===== config.mk =====
export PLATFORM = sky130hd
export DESIGN_NAME = narrow_link
export DESIGN_NICKNAME = d
export VERILOG_FILES = /design/src/link_pkg.sv /design/src/narrow_link.sv /design/src/deserializer.sv /design/src/serializer.sv /design/src/link_regs.sv
export VERILOG_INCLUDE_DIRS = /design/src
export SDC_FILE = /design/constraint.sdc
export NUM_CORES = 1
export LEC_CHECK = 0
export ABC_AREA = 0
export BUFFER_PORTS_ARGS = -buffer_cell sky130_fd_sc_hd__buf_2
export CORE_UTILIZATION = 54
export CTS_CLUSTER_DIAMETER = 80
export DETAILED_ROUTE_END_ITERATION = 8
export MAX_ROUTING_LAYER = met4
export PLACE_DENSITY = 0.87
export SLEW_MARGIN = 40
export SYNTH_ARGS = -nofsm -noshare
export SYNTH_HDL_FRONTEND = slang
export SYNTH_SLANG_ARGS = --single-unit

===== constraint.sdc =====
create_clock -name clk -period 2.3 [get_ports clk]
set_input_delay 0.345 -clock clk [delete_from_list [all_inputs] [get_ports clk]]
set_output_delay 0.345 -clock clk [all_outputs]
set_load 0.01 [all_outputs]

===== src/link_config.svh =====
`ifndef LINK_CONFIG_SVH
`define LINK_CONFIG_SVH

// width of one transfer on the narrow link
`define LINK_CHUNK_W 4

// width of a wide word at either end of the link
// not a multiple of the chunk width, so the top chunk carries padding
`define LINK_WORD_W 30

// chunks per word, rounded up
`define LINK_CHUNKS ((`LINK_WORD_W + `LINK_CHUNK_W - 1) / `LINK_CHUNK_W)

`endif

===== src/link_pkg.sv =====
`include "link_config.svh"

package link_pkg;

  // forward half of a wide channel, ack travels on its own wire
  typedef struct packed {
    logic                    valid;
    logic [`LINK_WORD_W-1:0] data;
  } word_ch_t;

  // forward half of the narrow link
  typedef struct packed {
    logic                     valid;
    logic [`LINK_CHUNK_W-1:0] data;
  } chunk_ch_t;

  // register port opcodes
  typedef enum logic [1:0] {
    REG_NOP        = 2'd0,
    REG_SET_ENABLE = 2'd1,
    REG_READ_COUNT = 2'd2
  } reg_op_t;

  typedef struct packed {
    reg_op_t op;
    logic    wdata; // new enable value for REG_SET_ENABLE
  } reg_cmd_t;

  typedef enum logic {LATCH, SEND} deser_state_t;
  typedef enum logic {IDLE, SHIFT} ser_state_t;

endpackage


===== src/narrow_link.sv =====
module narrow_link (
  input  logic               clk,
  input  logic               reset,
  input  link_pkg::word_ch_t in_word,
  output logic               in_ack,
  output link_pkg::word_ch_t out_word,
  input  logic               out_ack,
  input  link_pkg::reg_cmd_t reg_cmd,
  output logic [31:0]        rdata,
  output logic               rdata_valid
);

  import link_pkg::*;

  chunk_ch_t link_chunk; // serializer to deserializer
  logic      link_ack;
  logic      enable;
  logic      delivered;

  // one word leaves the link
  assign delivered = out_word.valid & out_ack;

  link_regs u_regs (
    .clk         (clk),
    .reset       (reset),
    .reg_cmd     (reg_cmd),
    .delivered   (delivered),
    .enable      (enable),
    .rdata       (rdata),
    .rdata_valid (rdata_valid)
  );

  serializer u_ser (
    .clk        (clk),
    .reset      (reset),
    .enable     (enable),
    .in_word    (in_word),
    .in_ack     (in_ack),
    .link_chunk (link_chunk),
    .link_ack   (link_ack)
  );

  deserializer u_deser (
    .clk        (clk),
    .reset      (reset),
    .link_chunk (link_chunk),
    .link_ack   (link_ack),
    .out_word   (out_word),
    .out_ack    (out_ack)
  );

endmodule


===== src/deserializer.sv =====
`include "link_config.svh"

module deserializer (
  input  logic                clk,
  input  logic                reset,
  input  link_pkg::chunk_ch_t link_chunk,
  output logic                link_ack,
  output link_pkg::word_ch_t  out_word,
  input  logic                out_ack
);

  import link_pkg::*;

  // rebuilds a wide word from LSB-first chunks
  // chunks a, b, c arriving in that order pack as {c, b, a}

  localparam int CHUNK_W = `LINK_CHUNK_W;
  localparam int WORD_W  = `LINK_WORD_W;
  localparam int CHUNKS  = `LINK_CHUNKS;
  localparam int IDX_W   = (CHUNKS > 1) ? $clog2(CHUNKS) : 1;
  localparam int FLAT_W  = CHUNKS * CHUNK_W;

  deser_state_t state;
  deser_state_t next_state;

  logic [IDX_W-1:0] reg_idx;
  logic [IDX_W-1:0] next_idx;
  logic             take;     // chunk accepted this cycle
  logic             last_idx;

  logic [CHUNKS-1:0][CHUNK_W-1:0] chunk_reg;
  logic [FLAT_W-1:0]              chunk_flat;

  // ack whatever is offered while collecting, nothing while sending
  assign link_ack = (state == LATCH) & link_chunk.valid;
  assign take     = link_ack;
  assign last_idx = (reg_idx == IDX_W'(CHUNKS - 1));

  always_comb begin
    next_state = state;
    next_idx   = reg_idx;
    unique case (state)
      LATCH: begin
        if (take && last_idx) begin
          next_state = SEND; // last chunk lands this edge
          next_idx   = '0;
        end else if (take) begin
          next_idx = reg_idx + 1'b1;
        end
      end
      SEND: begin
        if (out_ack) begin
          next_state = LATCH;
          next_idx   = '0;
        end
      end
      default: begin
        next_state = LATCH;
        next_idx   = '0;
      end
    endcase
  end

  always_ff @(posedge clk, posedge reset) begin
    if (reset) begin
      state   <= LATCH;
      reg_idx <= '0;
    end else begin
      state   <= next_state;
      reg_idx <= next_idx;
    end
  end

  // write the indexed slot only, others hold
  always_ff @(posedge clk) begin
    for (int i = 0; i < CHUNKS; i++) begin
      if (take && (reg_idx == IDX_W'(i))) begin
        chunk_reg[i] <= link_chunk.data;
      end
    end
  end

  assign chunk_flat = chunk_reg;

  // data is frozen during SEND since no chunk is taken then
  assign out_word.valid = (state == SEND);
  assign out_word.data  = chunk_flat[WORD_W-1:0]; // padding bits dropped

endmodule


===== src/serializer.sv =====
`include "link_config.svh"

module serializer (
  input  logic                clk,
  input  logic                reset,
  input  logic                enable,
  input  link_pkg::word_ch_t  in_word,
  output logic                in_ack,
  output link_pkg::chunk_ch_t link_chunk,
  input  logic                link_ack
);

  import link_pkg::*;

  localparam int CHUNK_W = `LINK_CHUNK_W;
  localparam int WORD_W  = `LINK_WORD_W;
  localparam int CHUNKS  = `LINK_CHUNKS;
  localparam int IDX_W   = (CHUNKS > 1) ? $clog2(CHUNKS) : 1;
  localparam int PAD_W   = CHUNKS * CHUNK_W;

  ser_state_t state;
  ser_state_t next_state;

  logic [IDX_W-1:0] chunk_idx;
  logic [IDX_W-1:0] next_idx;
  logic             last_chunk;
  logic             load;

  // word held while its chunks go out, LSB chunk at index 0
  logic [CHUNKS-1:0][CHUNK_W-1:0] word_reg;
  logic [PAD_W-1:0]               padded;

  // only take a word when idle and the link is switched on
  assign in_ack = (state == IDLE) & in_word.valid & enable;
  assign load   = in_ack;

  assign last_chunk = (chunk_idx == IDX_W'(CHUNKS - 1));

  // zero fill above the word so the top chunk is clean
  always_comb begin
    padded               = '0;
    padded[WORD_W-1:0]   = in_word.data;
  end

  always_comb begin
    next_state = state;
    next_idx   = chunk_idx;
    unique case (state)
      IDLE: begin
        if (load) begin
          next_state = SHIFT;
          next_idx   = '0;
        end
      end
      SHIFT: begin
        if (link_ack) begin
          if (last_chunk) begin
            next_state = IDLE; // can accept again next cycle
            next_idx   = '0;
          end else begin
            next_idx = chunk_idx + 1'b1;
          end
        end
      end
      default: begin
        next_state = IDLE;
        next_idx   = '0;
      end
    endcase
  end

  always_ff @(posedge clk, posedge reset) begin
    if (reset) begin
      state     <= IDLE;
      chunk_idx <= '0;
    end else begin
      state     <= next_state;
      chunk_idx <= next_idx;
    end
  end

  // payload, loaded on the accepting edge
  always_ff @(posedge clk) begin
    if (load) begin
      word_reg <= padded;
    end
  end

  // chunk 0 shows up the cycle after the word is taken
  assign link_chunk.valid = (state == SHIFT);
  assign link_chunk.data  = word_reg[chunk_idx];

endmodule


===== src/link_regs.sv =====
module link_regs (
  input  logic               clk,
  input  logic               reset,
  input  link_pkg::reg_cmd_t reg_cmd,
  input  logic               delivered,
  output logic               enable,
  output logic [31:0]        rdata,
  output logic               rdata_valid
);

  import link_pkg::*;

  logic [31:0] count;
  logic        set_en;
  logic        rd_cnt;

  // opcode decode
  always_comb begin
    set_en = 1'b0;
    rd_cnt = 1'b0;
    unique case (reg_cmd.op)
      REG_NOP:        ;
      REG_SET_ENABLE: set_en = 1'b1;
      REG_READ_COUNT: rd_cnt = 1'b1;
      default:        ;
    endcase
  end

  // link comes up enabled
  always_ff @(posedge clk, posedge reset) begin
    if (reset) begin
      enable <= 1'b1;
    end else if (set_en) begin
      enable <= reg_cmd.wdata; // seen by the serializer next cycle
    end
  end

  // words handed out of the link, wraps at 2^32
  always_ff @(posedge clk, posedge reset) begin
    if (reset) begin
      count <= '0;
    end else if (delivered) begin
      count <= count + 32'd1;
    end
  end

  always_ff @(posedge clk, posedge reset) begin
    if (reset) begin
      rdata_valid <= 1'b0;
    end else begin
      rdata_valid <= rd_cnt;
    end
  end

  // read data one cycle after the command
  // a delivery in the same cycle shows up on the next read
  always_ff @(posedge clk) begin
    if (rd_cnt) begin
      rdata <= count;
    end
  end

endmodule


Word-level counts from Yosys, hierarchy flattened
Cells that the tools add are included.
{ "word_totals": {"out_inout_bits": 65, "ramBits": 0, "rom_bits": 0, "reg_bits": 134, "latchBits": 0, "mem_count": 0, "word_cells": 78} }
{ "classes": {"n_shift": 0, "muxes": 19, "n_bitwise": 6, "add_sub_neg": 3, "n_lt_le_gt_ge": 1, "reduce_logical": 11, "div": 0, "multipliers": 0, "eq_ne": 14} }
{ "ops": {"columns": ["op", "count"], "rows": [
  ["$add 32x1->32 const B", 1],
  ["$mux 3", 6],
  ["$eq 3x3->1 const B", 5],
  ["$bmux 4 s3", 1],
  ["$pmux 3 s2", 2],
  ["$logic_and 1x1->1", 8],
  ["$mux 1", 7],
  ["$add 3x1->3 const B", 2],
  ["$eq 3x2->1 const B", 2],
  ["$and 1x1->1", 4],
  ["$lt 3x4->1 const B", 1],
  ["$mux 4", 1],
  ["$ne 2x2->1 const B", 2],
  ["$pmux 1 s2", 2],
  ["$reduce_and 2->1", 2],
  ["$eq 3x1->1 const B", 1],
  ["$logic_not 3->1", 1],
  ["$ne 3x2->1 const B", 1],
  ["$eq 2x1->1 const B", 1],
  ["$eq 2x2->1 const B", 1],
  ["$ne 2x1->1 const B", 1],
  ["$not 1->1", 2]
]} }

Logic depth before layout (Yosys ltp)
{ "depth": {"word_depth": 5, "ltp_mapped": 6, "ltp_nobuf": 5} }

Hierarchy
From an unflattened synthesis, not the netlist that was laid out.
{ "unflattened": {"hier_cells": 310, "hier_area_um2": 5195.0} }
{ "by_module_without_submodules": {"columns": ["mod", "seq_area_each_um2", "cells_each", "area_per_inst_um2", "instances"], "rows": [
  ["link_regs", 1813.0, 164, 2560.0, 1],
  ["serializer", 1001.0, 77, 1375.1, 1],
  ["deserializer", 1001.0, 68, 1253.7, 1],
  ["narrow_link", 0.0, 1, 6.3, 1]
]} }

Worst setup path before layout
Ideal clock, no wire load.
{ "synth_path": {"path_kind": "input port to flip-flop", "start": "input port reg_cmd[1] in the netlist's numbering", "end": "register u_regs.rdata[0] (enable)", "arrival_ps": 1823, "cell_stages": 1, "setup_slack_ps": 50, "required_time_ps": 1873, "path_buffers": 0, "cell_sequence": "nor2b_1"} }
{ "synth_via": {"elab_chain_len": 2} }
{ "synth_lines": {"columns": ["item", "line_no", "source"], "rows": [
  ["start, declared", "narrow_link.sv:8", "input link_pkg::reg_cmd_t reg_cmd,"],
  ["$eq 2x2->1", "link_regs.sv:21", "unique case (reg_cmd.op)"],
  ["$mux 1", "link_regs.sv:21", null],
  ["end signal, assigned", "link_regs.sv:59", "rdata <= count;"],
  ["end, declared", "link_regs.sv:7", "output logic [31:0] rdata,"]
]} }
No other way between the ends.
A chain may end at the register's enable or synchronous reset.

Worst setup path after layout
{ "layout_path": {"start": "register u_regs.enable", "end": "output port in_ack"} }
{ "layout_via": {"elab_chain_len": 1} }
{ "layout_lines": {"columns": ["item", "line_no", "source"], "rows": [
  ["start, declared", "link_regs.sv:6", "output logic enable,"],
  ["start signal, assigned", "link_regs.sv:34", "enable <= reg_cmd.wdata;"],
  ["$and 1x1->1", "serializer.sv:34", "assign in_ack = (state == IDLE) & in_word.valid & enable;"],
  ["end, declared", "narrow_link.sv:5", "output logic in_ack,"]
]} }
No other way between the ends.

==> PnR_summary.wiki <==
{| class="wikitable"
! Metric !! Value
|-
| Part of the total power dissipated in sequential elements || 0.464
|-
| Minimum setup slack in the final design || between 200 and 250 ps
|-
| Outcome || complete, no violations
|-
| Synthesis-stage register bit count || 134
|-
| Area of the die || 9780 um^2
|-
| Yosys Warn Count || 0
|-
| First-pass GRT wire length || 16100 um
|-
| Count of mapped cells out of synthesis || 300
|-
| Worst-case vdd ir drop || 0.685 mV
|-
| Initial antenna violation count || 0
|-
| Post-synth EDFFs || 92
|-
| Worst slack at placement || ~420 ps
|-
| Tcrit/Tclk final || 0.900
|-
| Routed Antenna Nets || 0
|-
| Remaining design rule violation count || 0
|-
| Average via count per standard cell || 5.34
|-
| Combinational power share || 0.160
|-
| Routed wirelength normalized by instance count || around 18 um
|-
| Growth of design area from synthesis to finish || 29.4%
|-
| TritonCTS clock tree || done
|-
| Number of buffers on the longest clock path || 2
|-
| Area of combinational cells with multiple inputs || 1170 um^2
|-
| Die extent in y || between 90 and 100 um
|-
| Min Clock Period, post-route || 2070 ps
|-
| Root Buffer Master || sky130_fd_sc_hd__clkbuf_8
|-
| Overall die width || roughly 100 um
|-
| Register cell area after layout || about 3800 um^2
|-
| Critical path's slowest cell || sky130_fd_sc_hd__dfstp_2
|-
| Total of max-cap violations || 0
|-
| Antenna Diode Count || 0
|-
| WS Path Type || reg2out
|-
| Area of the core region || slightly below 9000 um^2
|-
| Biggest registers after layout || u_regs.count (32), u_regs.rdata (32)
|-
| Total wire length || roughly 10000 um
|-
| Post-layout instance area || 6560 um^2
|-
| RSZ-0062 raised after global routing || no
|-
| Via count of the first global-routing pass || 3192
|-
| Tightest slew margin relative to the limit || 0.547
|-
| Max Transition Viols Final || 0
|-
| Number of setup buffers added after CTS || 0
|-
| Average footprint of a synthesized cell || 16.9 um^2
|-
| Worst-margin pin slew || slightly below 700 ps
|-
| Worst Hold Slack || approximately 25 ps
|-
| Total global routing overflow || 0
|-
| Switching share of power || 0.272
|-
| Clk_lat worst skew || 510 ps
|-
| Path depth of the worst reg2reg path || 5
|-
| Cell chain of the critical path || nand3b_1 -> inv_1 -> buf_4 -> buf_2
|-
| Count of pins on the block boundary || 102
|-
| Distinct cells, synth || 38
|-
| Clock sink count || 134
|-
| Clock network fraction of design power || 0.376
|-
| Worst hold path type || in2reg
|-
| Critical path's largest stage delay || 530 ps
|-
| Number of DRC markers in iteration 0 || 162
|-
| Count of H-tree levels built during CTS || 4
|-
| First-pass DRT Iterations || 4
|-
| Switching Power || 1.94 mW
|-
| Maximum clock rate || 483 MHz
|-
| Final Hold Vio Count || 0
|-
| Hpwl dp || ~6000 um
|-
| Number of buffers created by CTS || 17
|-
| Total track usage || 0.234
|-
| Placed Instance Area || 5700 um^2
|-
| Share of synthesized area occupied by flip-flops and latches || 0.752
|-
| Number of port buffers || 101
|-
| Share of cells above drive strength 1 || 0.344
|-
| Worst-path fanout max || 13
|-
| Portion of synthesized cell area occupied by the leading cell type || 0.545
|-
| NumNets Final || 489
|-
| Dominant cell type by area after synthesis || sky130_fd_sc_hd__edfxtp_1
|-
| Netlist area before placement || ~5100 um^2
|-
| CTS hold repair buffers || 26
|-
| CP arrival || approximately 1700 ps
|-
| Post-synthesis net count || ~350
|-
| Worst Skew || about 7.5 ps
|-
| Count of cells along the worst hold path || 1
|-
| Leakage power summed over all cells || 2.82 nW
|-
| Areal power density over the cells || roughly 1100 nW/um^2
|-
| Element type at the critical path end || output pin
|-
| Required time at the worst-slack endpoint || between 1500 and 2000 ps
|-
| Global placer's final weighted congestion || 0.797
|-
| Share of async-settable or async-resettable flops after synthesis || 0.313
|-
| Setup violators final || 0
|-
| Startpoint types || flop
|-
| Int Power || just over 5 mW
|-
| Leading post-synthesis cells by cell area || sky130_fd_sc_hd__edfxtp_1 54%, sky130_fd_sc_hd__dfrtp_1 20%, sky130_fd_sc_hd__xnor2_1 4.5%, sky130_fd_sc_hd__mux4_2 2.7%, sky130_fd_sc_hd__ha_1 2.2%
|-
| Most frequently used flop master after synthesis || sky130_fd_sc_hd__edfxtp_1
|-
| Fill cell total of the finished layout || 516
|-
| Total via count in the routed design || roughly 3000
|-
| Post-cts sizing count || 0
|-
| Reg clk slew, reported paths || 60 ps
|-
| Largest net degree at the start of global routing || 34
|-
| Initial Util || 0.570
|-
| Final-layout setup total negative slack || 0 ps
|-
| Number of rows created at floorplan || 34
|}
[through the flow]
stage                     std cells  utilization  total power, mW
after floorplan                 300            -             4.00
after CTS                       563        0.737             7.13
after global placement          505        0.641             4.31
after detailed placement        505        0.641             4.40
final                           564        0.738             7.14
after global routing            564        0.738             7.43
[layout make-up]
cell class | instances | share of cell area
sequential | 134 | 0.582
timing repair buffer | 133 | 0.124
inverter | 9 | 0.00515
tap | 108 | 0.0206
clock buffer | 18 | 0.0637
clock inverter | 14 | 0.0267
multi-input combinational | 148 | 0.178
[power by group through the flow]
stage / Sequential [mW] / Clock [mW] / Combinational (mW)
after global placement: 3.34 / 0 / 0.971
after detailed placement: 3.35 / 0 / 1.05
after global routing: 3.35 / 2.83 / 1.25
final: 3.31 / 2.69 / 1.14
after CTS: 3.31 / 2.70 / 1.12
after floorplan: 3.30 / 0 / 0.697
[metal layers]
| layer | routed length, um | global-route usage | share of wire |
|---|---|---|---|
| met1 | 3960 | 0.266 | 0.40 |
| met2 | 5440 | 0.398 | 0.54 |
| met3 | 428 | 0.0496 | 0.043 |
| met4 | 175 | 0.107 | 0.018 |
| met5 | 0 | - | 0 |
[synth_stat cells (3+ instances only)]
| cell | n |
|---|---|
| sky130_fd_sc_hd__ha_1 | 9 |
| sky130_fd_sc_hd__xnor2_1 | 26 |
| sky130_fd_sc_hd__o21ai_0 | 5 |
| sky130_fd_sc_hd__and3_1 | 10 |
| sky130_fd_sc_hd__nand2b_1 | 3 |
| sky130_fd_sc_hd__mux4_2 | 6 |
| sky130_fd_sc_hd__buf_4 | 3 |
| sky130_fd_sc_hd__nor2_1 | 6 |
| sky130_fd_sc_hd__and2_1 | 7 |
| sky130_fd_sc_hd__dfrtp_1 | 41 |
| sky130_fd_sc_hd__inv_1 | 9 |
| sky130_fd_sc_hd__xor2_1 | 5 |
| sky130_fd_sc_hd__a21oi_1 | 4 |
| sky130_fd_sc_hd__mux2_2 | 4 |
| sky130_fd_sc_hd__nand4_1 | 15 |
| sky130_fd_sc_hd__nand3_1 | 10 |
| sky130_fd_sc_hd__clkbuf_1 | 3 |
| sky130_fd_sc_hd__and4_1 | 3 |
| sky130_fd_sc_hd__edfxtp_1 | 92 |
| sky130_fd_sc_hd__nand2_1 | 17 |
[kinds of logic (layout without fill, tap and decap cells)]
logic type	after synthesis	in the layout	synth area share
flip-flops	134	134	0.752
AND/OR/NAND/NOR	86	86	0.104
XOR/XNOR	31	31	0.0536
buffers and inverters	18	174	0.0175
multiplexers	12	12	0.0395
AO/OA/AOI/OAI	10	10	0.0104
adder cells (fa/ha/maj)	9	9	0.0222
[critical path: cells and delay by family, from the launching register on]
kind | cells | cell delay [ps]
buf+inv | 3 | 510
flops | 1 | 530
simple gates | 1 | 190
[layout by cell type, fill, tap and decap left out, types with 5 or more instances in the layout]
master	instances
sky130_fd_sc_hd__inv_1	8
sky130_fd_sc_hd__dfrtp_1	41
sky130_fd_sc_hd__nand2_1	17
sky130_fd_sc_hd__and2_1	7
sky130_fd_sc_hd__dlygate4sd3_1	27
sky130_fd_sc_hd__o21ai_0	5
sky130_fd_sc_hd__buf_4	5
sky130_fd_sc_hd__and3_1	10
sky130_fd_sc_hd__nand4_1	15
sky130_fd_sc_hd__xnor2_1	26
sky130_fd_sc_hd__nand3_1	10
sky130_fd_sc_hd__edfxtp_1	92
sky130_fd_sc_hd__xor2_1	5
sky130_fd_sc_hd__buf_2	101
sky130_fd_sc_hd__clkbuf_16	16
sky130_fd_sc_hd__nor2_1	6
sky130_fd_sc_hd__mux4_2	6
sky130_fd_sc_hd__ha_1	9
[worst paths after layout]
check | from | to | slack [ps]
setup reg to reg | u_regs.count[1]$_DFFE_PP0P_ | u_regs.count[16]$_DFFE_PP0P_ | 340
max in group asynchronous | reset | u_regs.rdata_valid$_DFF_PP0_ | 1250
hold / removal | in_word[22] | u_ser.word_reg[22]$_DFFE_PP_ | 20
setup / recovery | u_regs.enable$_DFFE_PP1N_ | in_ack | 230
min in group asynchronous | reset | u_deser.reg_idx[2]$_DFFE_PP0P_ | 350
hold reg to reg | u_regs.count[31]$_DFFE_PP0P_ | u_regs.count[31]$_DFFE_PP0P_ | 470
(Power assumes the default switching activity.)
